--- config.mk ---
export PLATFORM = sky130hd
export DESIGN_NAME = idct8_top
export DESIGN_NICKNAME = d
export VERILOG_FILES = /design/src/common/idct_pkg.sv /design/src/idct/idct_even.sv /design/src/idct/idct_odd.sv /design/src/idct/idct_butterfly.sv /design/src/source/idct_flow_ctrl.sv /design/src/source/idct8_top.sv
export SDC_FILE = /design/constraint.sdc
export NUM_CORES = 2
export LEC_CHECK = 0
export ABC_AREA = 1
export BUFFER_PORTS_ARGS = -buffer_cell sky130_fd_sc_hd__buf_4
export CAP_MARGIN = 20
export CORE_AREA = 2 2 365 367
export CTS_CLUSTER_DIAMETER = 40
export DETAILED_ROUTE_END_ITERATION = 10
export DIE_AREA = 0 0 367 369
export PLACE_DENSITY = 0.77
export SYNTH_ARGS = -nofsm -noshare
export SYNTH_HDL_FRONTEND = slang
export SYNTH_SLANG_ARGS = --single-unit
--- constraint.sdc ---
create_clock -name clk -period 15.8 [get_ports clk]
set_clock_uncertainty 0.2 [all_clocks]
set_input_delay 1.58 -clock clk [delete_from_list [all_inputs] [get_ports clk]]
set_output_delay 1.58 -clock clk [all_outputs]
set_load 0.005 [all_outputs]
--- src/common/idct_pkg.sv ---
// Shared widths, cosine weights and vector types; sums stay inside ACC_W only for 16-bit inputs
package idct_pkg;

        // ##############################
        // Widths
        // ##############################

        // Signed input coefficient
        localparam int COEF_W = 16;

        // The largest absolute row sum of the weights is 479, so 9 extra bits are enough
        localparam int ACC_W = 25;

        // Output samples are enough for a rounding shift of 7 or more
        localparam int SAMPLE_W = 18;

        typedef logic signed [COEF_W-1:0] coef_t;
        typedef logic signed [ACC_W-1:0] acc_t;
        typedef logic signed [SAMPLE_W-1:0] sample_t;

        // Indexed by frequency, 0 is DC
        typedef coef_t [7:0] coef_vec_t;

        // Four partial sums from the even or the odd half
        typedef acc_t [3:0] half_vec_t;

        // Indexed by sample position
        typedef sample_t [7:0] sample_vec_t;

        // ##############################
        // Cosine weights
        // ##############################

        // Integer approximations of 64 * sqrt(2) * cos(k * pi / 16)
        localparam acc_t W0 = 25'sd64;
        localparam acc_t W1 = 25'sd89;
        localparam acc_t W2 = 25'sd83;
        localparam acc_t W3 = 25'sd75;
        localparam acc_t W5 = 25'sd50;
        localparam acc_t W6 = 25'sd36;
        localparam acc_t W7 = 25'sd18;

endpackage

--- src/idct/idct_even.sv ---
// Even half of the 8-point inverse DCT; one register stage, inputs must be stable for a cycle
`timescale 1ns/1ps

module idct_even (
        input  logic                  clk,
        input  logic                  reset,
        input  idct_pkg::coef_vec_t   coef_q,
        output idct_pkg::half_vec_t   even
);

        import idct_pkg::*;

        acc_t x0;
        acc_t x2;
        acc_t x4;
        acc_t x6;

        // Terms of the DC and Nyquist rows
        acc_t dc_sum;
        acc_t dc_dif;

        // Terms of rows 2 and 6
        acc_t rot_a;
        acc_t rot_b;

        half_vec_t even_d;

        assign x0 = acc_t'(coef_q[0]);
        assign x2 = acc_t'(coef_q[2]);
        assign x4 = acc_t'(coef_q[4]);
        assign x6 = acc_t'(coef_q[6]);

        assign dc_sum = W0 * (x0 + x4);
        assign dc_dif = W0 * (x0 - x4);
        assign rot_a  = W2 * x2 + W6 * x6;
        assign rot_b  = W6 * x2 - W2 * x6;

        // e0 and e3 pair the outer terms, e1 and e2 the inner ones
        always_comb begin
                even_d[0] = dc_sum + rot_a;
                even_d[1] = dc_dif + rot_b;
                even_d[2] = dc_dif - rot_b;
                even_d[3] = dc_sum - rot_a;
        end

        always_ff @(posedge clk or posedge reset) begin
                if (reset) begin
                        even <= '0;
                end else begin
                        even <= even_d;
                end
        end

endmodule

--- src/idct/idct_odd.sv ---
// Odd half of the 8-point inverse DCT; one register stage, sixteen constant multiplies
`timescale 1ns/1ps

module idct_odd (
        input  logic                  clk,
        input  logic                  reset,
        input  idct_pkg::coef_vec_t   coef_q,
        output idct_pkg::half_vec_t   odd
);

        import idct_pkg::*;

        acc_t x1;
        acc_t x3;
        acc_t x5;
        acc_t x7;

        half_vec_t odd_d;

        assign x1 = acc_t'(coef_q[1]);
        assign x3 = acc_t'(coef_q[3]);
        assign x5 = acc_t'(coef_q[5]);
        assign x7 = acc_t'(coef_q[7]);

        // ##############################
        // Odd rows, one column each
        // ##############################

        // Column n of rows 1, 3, 5 and 7; columns 4 to 7 are the same with the sign flipped,
        // which the butterfly takes care of
        always_comb begin
                odd_d[0] = W1 * x1
                         + W3 * x3
                         + W5 * x5
                         + W7 * x7;

                odd_d[1] = W3 * x1
                         - W7 * x3
                         - W1 * x5
                         - W5 * x7;

                odd_d[2] = W5 * x1
                         - W1 * x3
                         + W7 * x5
                         + W3 * x7;

                odd_d[3] = W7 * x1
                         - W5 * x3
                         + W3 * x5
                         - W1 * x7;
        end

        always_ff @(posedge clk or posedge reset) begin
                if (reset) begin
                        odd <= '0;
                end else begin
                        odd <= odd_d;
                end
        end

endmodule

--- src/idct/idct_butterfly.sv ---
// Final butterfly with round-half-up shift; ROUND_SHIFT below 7 can overflow the output width
`timescale 1ns/1ps

module idct_butterfly #(
        parameter int ROUND_SHIFT = 7
) (
        input  logic                    clk,
        input  logic                    reset,
        input  idct_pkg::half_vec_t     even,
        input  idct_pkg::half_vec_t     odd,
        output idct_pkg::sample_vec_t   samples
);

        import idct_pkg::*;

        // Half of one output step, so the shift rounds to nearest with ties upward
        localparam acc_t ROUND_ADD = acc_t'(1) <<< (ROUND_SHIFT - 1);

        acc_t sum_rnd [4];
        acc_t dif_rnd [4];

        always_comb begin
                for (int k = 0; k < 4; k++) begin
                        sum_rnd[k] = even[k] + odd[k] + ROUND_ADD;
                        dif_rnd[k] = even[k] - odd[k] + ROUND_ADD;
                end
        end

        // ##############################
        // Output register
        // ##############################

        // Sample k takes the sum, its mirror 7-k the difference
        always_ff @(posedge clk or posedge reset) begin
                if (reset) begin
                        samples <= '0;
                end else begin
                        for (int k = 0; k < 4; k++) begin
                                samples[k]     <= sample_t'(sum_rnd[k] >>> ROUND_SHIFT);
                                samples[7 - k] <= sample_t'(dif_rnd[k] >>> ROUND_SHIFT);
                        end
                end
        end

endmodule

--- src/source/idct_flow_ctrl.sv ---
// Four-phase handshakes on both sides; only one vector is in flight until its output is handed off
`timescale 1ns/1ps

module idct_flow_ctrl (
        input  logic                  clk,
        input  logic                  reset,
        input  logic                  in_req,
        input  idct_pkg::coef_vec_t   coef,
        input  logic                  out_ack,
        output logic                  in_ack,
        output logic                  out_req,
        output idct_pkg::coef_vec_t   coef_q
);

        // Edges from capture to out_req: even/odd, butterfly, then the request itself
        localparam logic [1:0] LATENCY = 2'd3;

        // Edges left until the result is at the butterfly output
        logic [1:0] lat_cnt;

        logic out_idle;
        logic capture;

        // The output side counts as busy while a vector is still in the datapath,
        // otherwise a new capture could change samples under a raised out_req
        assign out_idle = !out_req && !out_ack && (lat_cnt == 2'd0);

        assign capture = in_req && !in_ack && out_idle;

        // ##############################
        // Input side
        // ##############################

        always_ff @(posedge clk or posedge reset) begin
                if (reset) begin
                        in_ack <= 1'b0;
                end else if (capture) begin
                        in_ack <= 1'b1;
                end else if (in_ack && !in_req) begin
                        in_ack <= 1'b0;
                end
        end

        // Held for the whole transform so the free-running datapath keeps its result
        always_ff @(posedge clk or posedge reset) begin
                if (reset) begin
                        coef_q <= '0;
                end else if (capture) begin
                        coef_q <= coef;
                end
        end

        // ##############################
        // Latency and output side
        // ##############################

        always_ff @(posedge clk or posedge reset) begin
                if (reset) begin
                        lat_cnt <= 2'd0;
                end else if (capture) begin
                        lat_cnt <= LATENCY;
                end else if (lat_cnt != 2'd0) begin
                        lat_cnt <= lat_cnt - 2'd1;
                end
        end

        // Raised on the edge that empties the counter, dropped once out_ack is seen
        always_ff @(posedge clk or posedge reset) begin
                if (reset) begin
                        out_req <= 1'b0;
                end else if (lat_cnt == 2'd1) begin
                        out_req <= 1'b1;
                end else if (out_req && out_ack) begin
                        out_req <= 1'b0;
                end
        end

endmodule

--- src/source/idct8_top.sv ---
// One-pass 8-point inverse DCT; ROUND_SHIFT 7 for columns, 12 for rows, result 3 cycles after capture
`timescale 1ns/1ps

module idct8_top #(
        parameter int ROUND_SHIFT = 7
) (
        input  logic                    clk,
        input  logic                    reset,
        input  logic                    in_req,
        input  idct_pkg::coef_vec_t     coef,
        input  logic                    out_ack,
        output logic                    in_ack,
        output logic                    out_req,
        output idct_pkg::sample_vec_t   samples
);

        import idct_pkg::*;

        coef_vec_t coef_q;
        half_vec_t even;
        half_vec_t odd;

        idct_flow_ctrl idct_flow_ctrl_inst (
                .clk     (clk),
                .reset   (reset),
                .in_req  (in_req),
                .coef    (coef),
                .out_ack (out_ack),
                .in_ack  (in_ack),
                .out_req (out_req),
                .coef_q  (coef_q)
        );

        // ##############################
        // Datapath
        // ##############################

        idct_even idct_even_inst (
                .clk    (clk),
                .reset  (reset),
                .coef_q (coef_q),
                .even   (even)
        );

        idct_odd idct_odd_inst (
                .clk    (clk),
                .reset  (reset),
                .coef_q (coef_q),
                .odd    (odd)
        );

        idct_butterfly #(
                .ROUND_SHIFT (ROUND_SHIFT)
        ) idct_butterfly_inst (
                .clk     (clk),
                .reset   (reset),
                .even    (even),
                .odd     (odd),
                .samples (samples)
        );

endmodule

==> impl_metrics.ini <==
[run_status]
status = completed

[worst_setup_path]
critPathMaxStageDelay_ns = 1.00
cp-end-kind = flip-flop
cp_delay_by_family_top = adder cells
worstPathBufferInverterCount = 4
critPathRequiredTime_ns = 16.18
cp_max_fo = 18
critPathKind = flip-flop to flip-flop
r2r_start = idct_flow_ctrl_inst.coef_q[63]
critPathSlowestCell = sky130_fd_sc_hd__clkinv_1
crit_top_cell = sky130_fd_sc_hd__nand2_1
cp_data_arrival_time_ns = 7.94
cp_cell_sequence = clkinv_1 > fa_1 > inv_1 > ha_1 > ha_1 > a21oi_1 > o21ai_0 > a221oi_1 > nand2_1 > nand2_1 > nand2_1 > fa_1 > fa_1 > ha_1 > inv_1 > nor3_1 > nand2_1 > or2_2 > nand3_1 > inv_1 > nand3_1 > nand2_1
worst_r2r_endpoint = idct_odd_inst.odd[99]
timing.reg2reg.worst_path_depth = 22
regToRegSetupSlack_ns = 8.25
timing.critical_path.from_type = flip-flop

[synthesis]
synth_largest_area_cell = sky130_fd_sc_hd__ha_1
synth_enable_flop_cells = 0
mappedNetlistNets = 12280
synth_largest_type_area_fraction = 0.223
yosys_most_used_dff = sky130_fd_sc_hd__dfrtp_1
post_synth_instance_area_um2 = 77200
yosys_warnings = 0
synth.yosys.seq_area_share = 0.154
synth_cells = 10221
ys_ff_latch = 474
async_reset_ff_frac = 1.00
syn_avg_cell_area_um2 = 7.55
ys_top_cells_by_area = sky130_fd_sc_hd__ha_1 22%, sky130_fd_sc_hd__dfrtp_1 15%, sky130_fd_sc_hd__fa_1 14%
synth.lib_cells_used.distinct = 55

[place]
place.detailed.hpwl_mm = 248
placement.io_buffers = 277
placed_cells_incl_taps = 12197
globalplace.congestion = 1.12

[cts]
cts-htree-levels = 3
clock_tree_from_tritoncts = built
clock_sink_count = 474
post_cts.resized_instances = 0
cts_buffer_depth = 3
clk-insertion-delay-late_ns = 0.75
clock_transition_at_the_registers_of_the_reported_paths_ns = 0.05
post_cts_hold_buffer_count = 0
cts-buffers-inserted = 97
clock-root-buffer = sky130_fd_sc_hd__clkbuf_16
cts_setup_buffers = 0

[hold_path]
min_delay_path_depth = 2
hp-class = flip-flop to flip-flop
worst_hold_path.endpoint = idct_flow_ctrl_inst.coef_q[9]
startpoint_of_the_worst_hold_path = idct_flow_ctrl_inst.coef_q[9]

[timing]
final_max_slew_viol_count = 0
fmaxAchievable_mhz = 132
fin_tns_setup_ns = 0
finalSetupViolCount = 0
grt_setup_unrepaired = false
finalCriticalPeriod_ns = 7.55
max_slew_margin = 0.247
final-hold-violation-count = 0
max_slew.worst_pin.slew_ns = 1.12
period_share = 0.478

[die]
ios = 278
die_h_um = 369
design.die.area_um2 = 135000
placeable_core_region_um2 = 131000
fp.dieW_um = 367
core.rowCount = 133
floorplan.initialDensity = 0.589

[detailed_routing]
drtAntennaViolNets = 0
firstDrtPassIters = 9
drt_iter0_markers = 7757
count_of_vias_placed_by_the_detailed_router = 72928
postRouteWirelength_mm = 288
drc_errors = 0
routed_via_density = 5.89
routedWlPerCell_um = 23.3

[cells_and_area]
filler_free_cell_count_of_the_finished_design = 12387
relative_area_change_from_synthesis_to_final_layout_pct = 9.95
finalNetCount = 12602
fin_util = 0.647
final_layout_size_suffix_gt1_frac = 0.0502

[grt]
globalRouteTotalUtil = 0.421
grt_max_degree = 140
globalRoute.totalOverflow = 0
first_pass_grt_wire_length_mm = 432
grt_antenna_before_repair = 11
vias_in_the_first_global_route = 71757

[job]
max-cap-violations = 0
-- registers in the layout (all words and copies together), names as in the netlist --
name / cells
idct_flow_ctrl_inst.out_req: 1
idct_butterfly_inst.samples: 144
idct_even_inst.even: 98
idct_flow_ctrl_inst.in_ack: 1
idct_flow_ctrl_inst.lat_cnt: 2
idct_odd_inst.odd: 100
idct_flow_ctrl_inst.coef_q: 128
-- how the worst max path moves through the flow --
| stage | from | to | cells past startpoint | slack [ns] |
|---|---|---|---|---|
| 3_5_place_dp | idct_flow_ctrl_inst.coef_q[63] | idct_odd_inst.odd[99] | 22 | 8.47 |
| 2_1_floorplan | reset | idct_butterfly_inst.samples[0] | 1 | 0.80 |
| 4_1_cts | idct_flow_ctrl_inst.coef_q[63] | idct_odd_inst.odd[99] | 22 | 8.44 |
| 5_1_grt | idct_flow_ctrl_inst.coef_q[63] | idct_odd_inst.odd[99] | 22 | 8.00 |
| 6_report | idct_flow_ctrl_inst.coef_q[63] | idct_odd_inst.odd[99] | 22 | 8.25 |
| 3_3_place_gp | idct_flow_ctrl_inst.coef_q[63] | idct_odd_inst.odd[99] | 22 | 8.46 |
-- cells in the mapped netlist, drive strengths merged, types with 10 or more instances --
| cell | n |
|---|---|
| o21ai | 494 |
| nand3b | 22 |
| o21a | 19 |
| buf | 42 |
| xnor2 | 217 |
| nand2 | 1946 |
| xor2 | 434 |
| o31ai | 19 |
| nand3 | 465 |
| ha | 1373 |
| a21oi | 815 |
| o211ai | 15 |
| inv | 2047 |
| nor3 | 139 |
| clkbuf | 26 |
| nor4 | 52 |
| a211oi | 18 |
| nand4 | 104 |
| fa | 554 |
| nor2 | 649 |
| or2 | 10 |
| a31oi | 41 |
| dfrtp | 474 |
| o21bai | 92 |
| a21boi | 32 |
| a21o | 93 |
-- cells by family after synthesis --
group | Yosys count | share of synthesized area
buffers and inverters | 2118 | 0.104
adder cells (fa/ha/maj) | 1927 | 0.366
AO/OA/AOI/OAI | 1654 | 0.119
AND/OR/NAND/NOR | 3397 | 0.183
flip-flops | 474 | 0.154
XOR/XNOR | 651 | 0.0742
-- routing by layer --
metal | track usage | vias up | wire, um
met3 | 0.0928 | 786 | 29200
met5 | 0 | - | 92
li1 | - | 33493 | -
met2 | 0.643 | 3810 | 123000
met1 | 0.551 | 34829 | 117000
met4 | 0.239 | 10 | 19100
-- final cells by class --
class,instances,area (um2)
clock inverters,77,1020
flip-flops and latches,474,11900
well taps,1755,2200
clock buffers,107,2510
fillers,11400,46300
diodes,4,10.0
inverters,2050,7710
repair buffers,291,2220
multi-input cells,7629,57300
-- cells in the final DEF, fill, tap and decap left out, types with 93 or more instances in the layout --
cell	n
sky130_fd_sc_hd__xnor2_1	215
sky130_fd_sc_hd__inv_1	2042
sky130_fd_sc_hd__a21o_1	93
sky130_fd_sc_hd__nand4_1	104
sky130_fd_sc_hd__nand2_1	1932
sky130_fd_sc_hd__fa_1	554
sky130_fd_sc_hd__clkbuf_16	97
sky130_fd_sc_hd__xor2_1	434
sky130_fd_sc_hd__a21oi_1	812
sky130_fd_sc_hd__ha_1	1373
sky130_fd_sc_hd__o21ai_0	459
sky130_fd_sc_hd__dfrtp_1	474
sky130_fd_sc_hd__buf_4	289
sky130_fd_sc_hd__nor3_1	136
sky130_fd_sc_hd__nor2_1	644
sky130_fd_sc_hd__nand3_1	459
-- stage by stage --
step | cell area (um2) | worst slack, ns | hold slack, ns
after floorplan | 77200 | 0.798 | 0.278
after global placement | 81300 | 8.46 | 0.305
after detailed placement | 81300 | 8.47 | 0.314
after CTS | 84800 | 8.44 | 0.334
after global routing | 84900 | 8.00 | 0.340
final | 84900 | 8.25 | 0.330
-- worst reg2reg max path, stage by stage (launching register included) --
cell and delay, ns:
sky130_fd_sc_hd__dfrtp_1 0.99, sky130_fd_sc_hd__clkinv_1 1.01, sky130_fd_sc_hd__fa_1 0.83, sky130_fd_sc_hd__inv_1 0.05, sky130_fd_sc_hd__ha_1 0.29, sky130_fd_sc_hd__ha_1 0.38, sky130_fd_sc_hd__a21oi_1 0.23, sky130_fd_sc_hd__o21ai_0 0.21
sky130_fd_sc_hd__a221oi_1 0.35, sky130_fd_sc_hd__nand2_1 0.10, sky130_fd_sc_hd__nand2_1 0.07, sky130_fd_sc_hd__nand2_1 0.15, sky130_fd_sc_hd__fa_1 0.59, sky130_fd_sc_hd__fa_1 0.44, sky130_fd_sc_hd__ha_1 0.39, sky130_fd_sc_hd__inv_1 0.09
sky130_fd_sc_hd__nor3_1 0.28, sky130_fd_sc_hd__nand2_1 0.11, sky130_fd_sc_hd__or2_2 0.30, sky130_fd_sc_hd__nand3_1 0.10, sky130_fd_sc_hd__inv_1 0.05, sky130_fd_sc_hd__nand3_1 0.06, sky130_fd_sc_hd__nand2_1 0.12
Power is left out: the tool's default activity adds up to more than one toggle a clock period on the data nets, which glitch-free logic cannot reach.
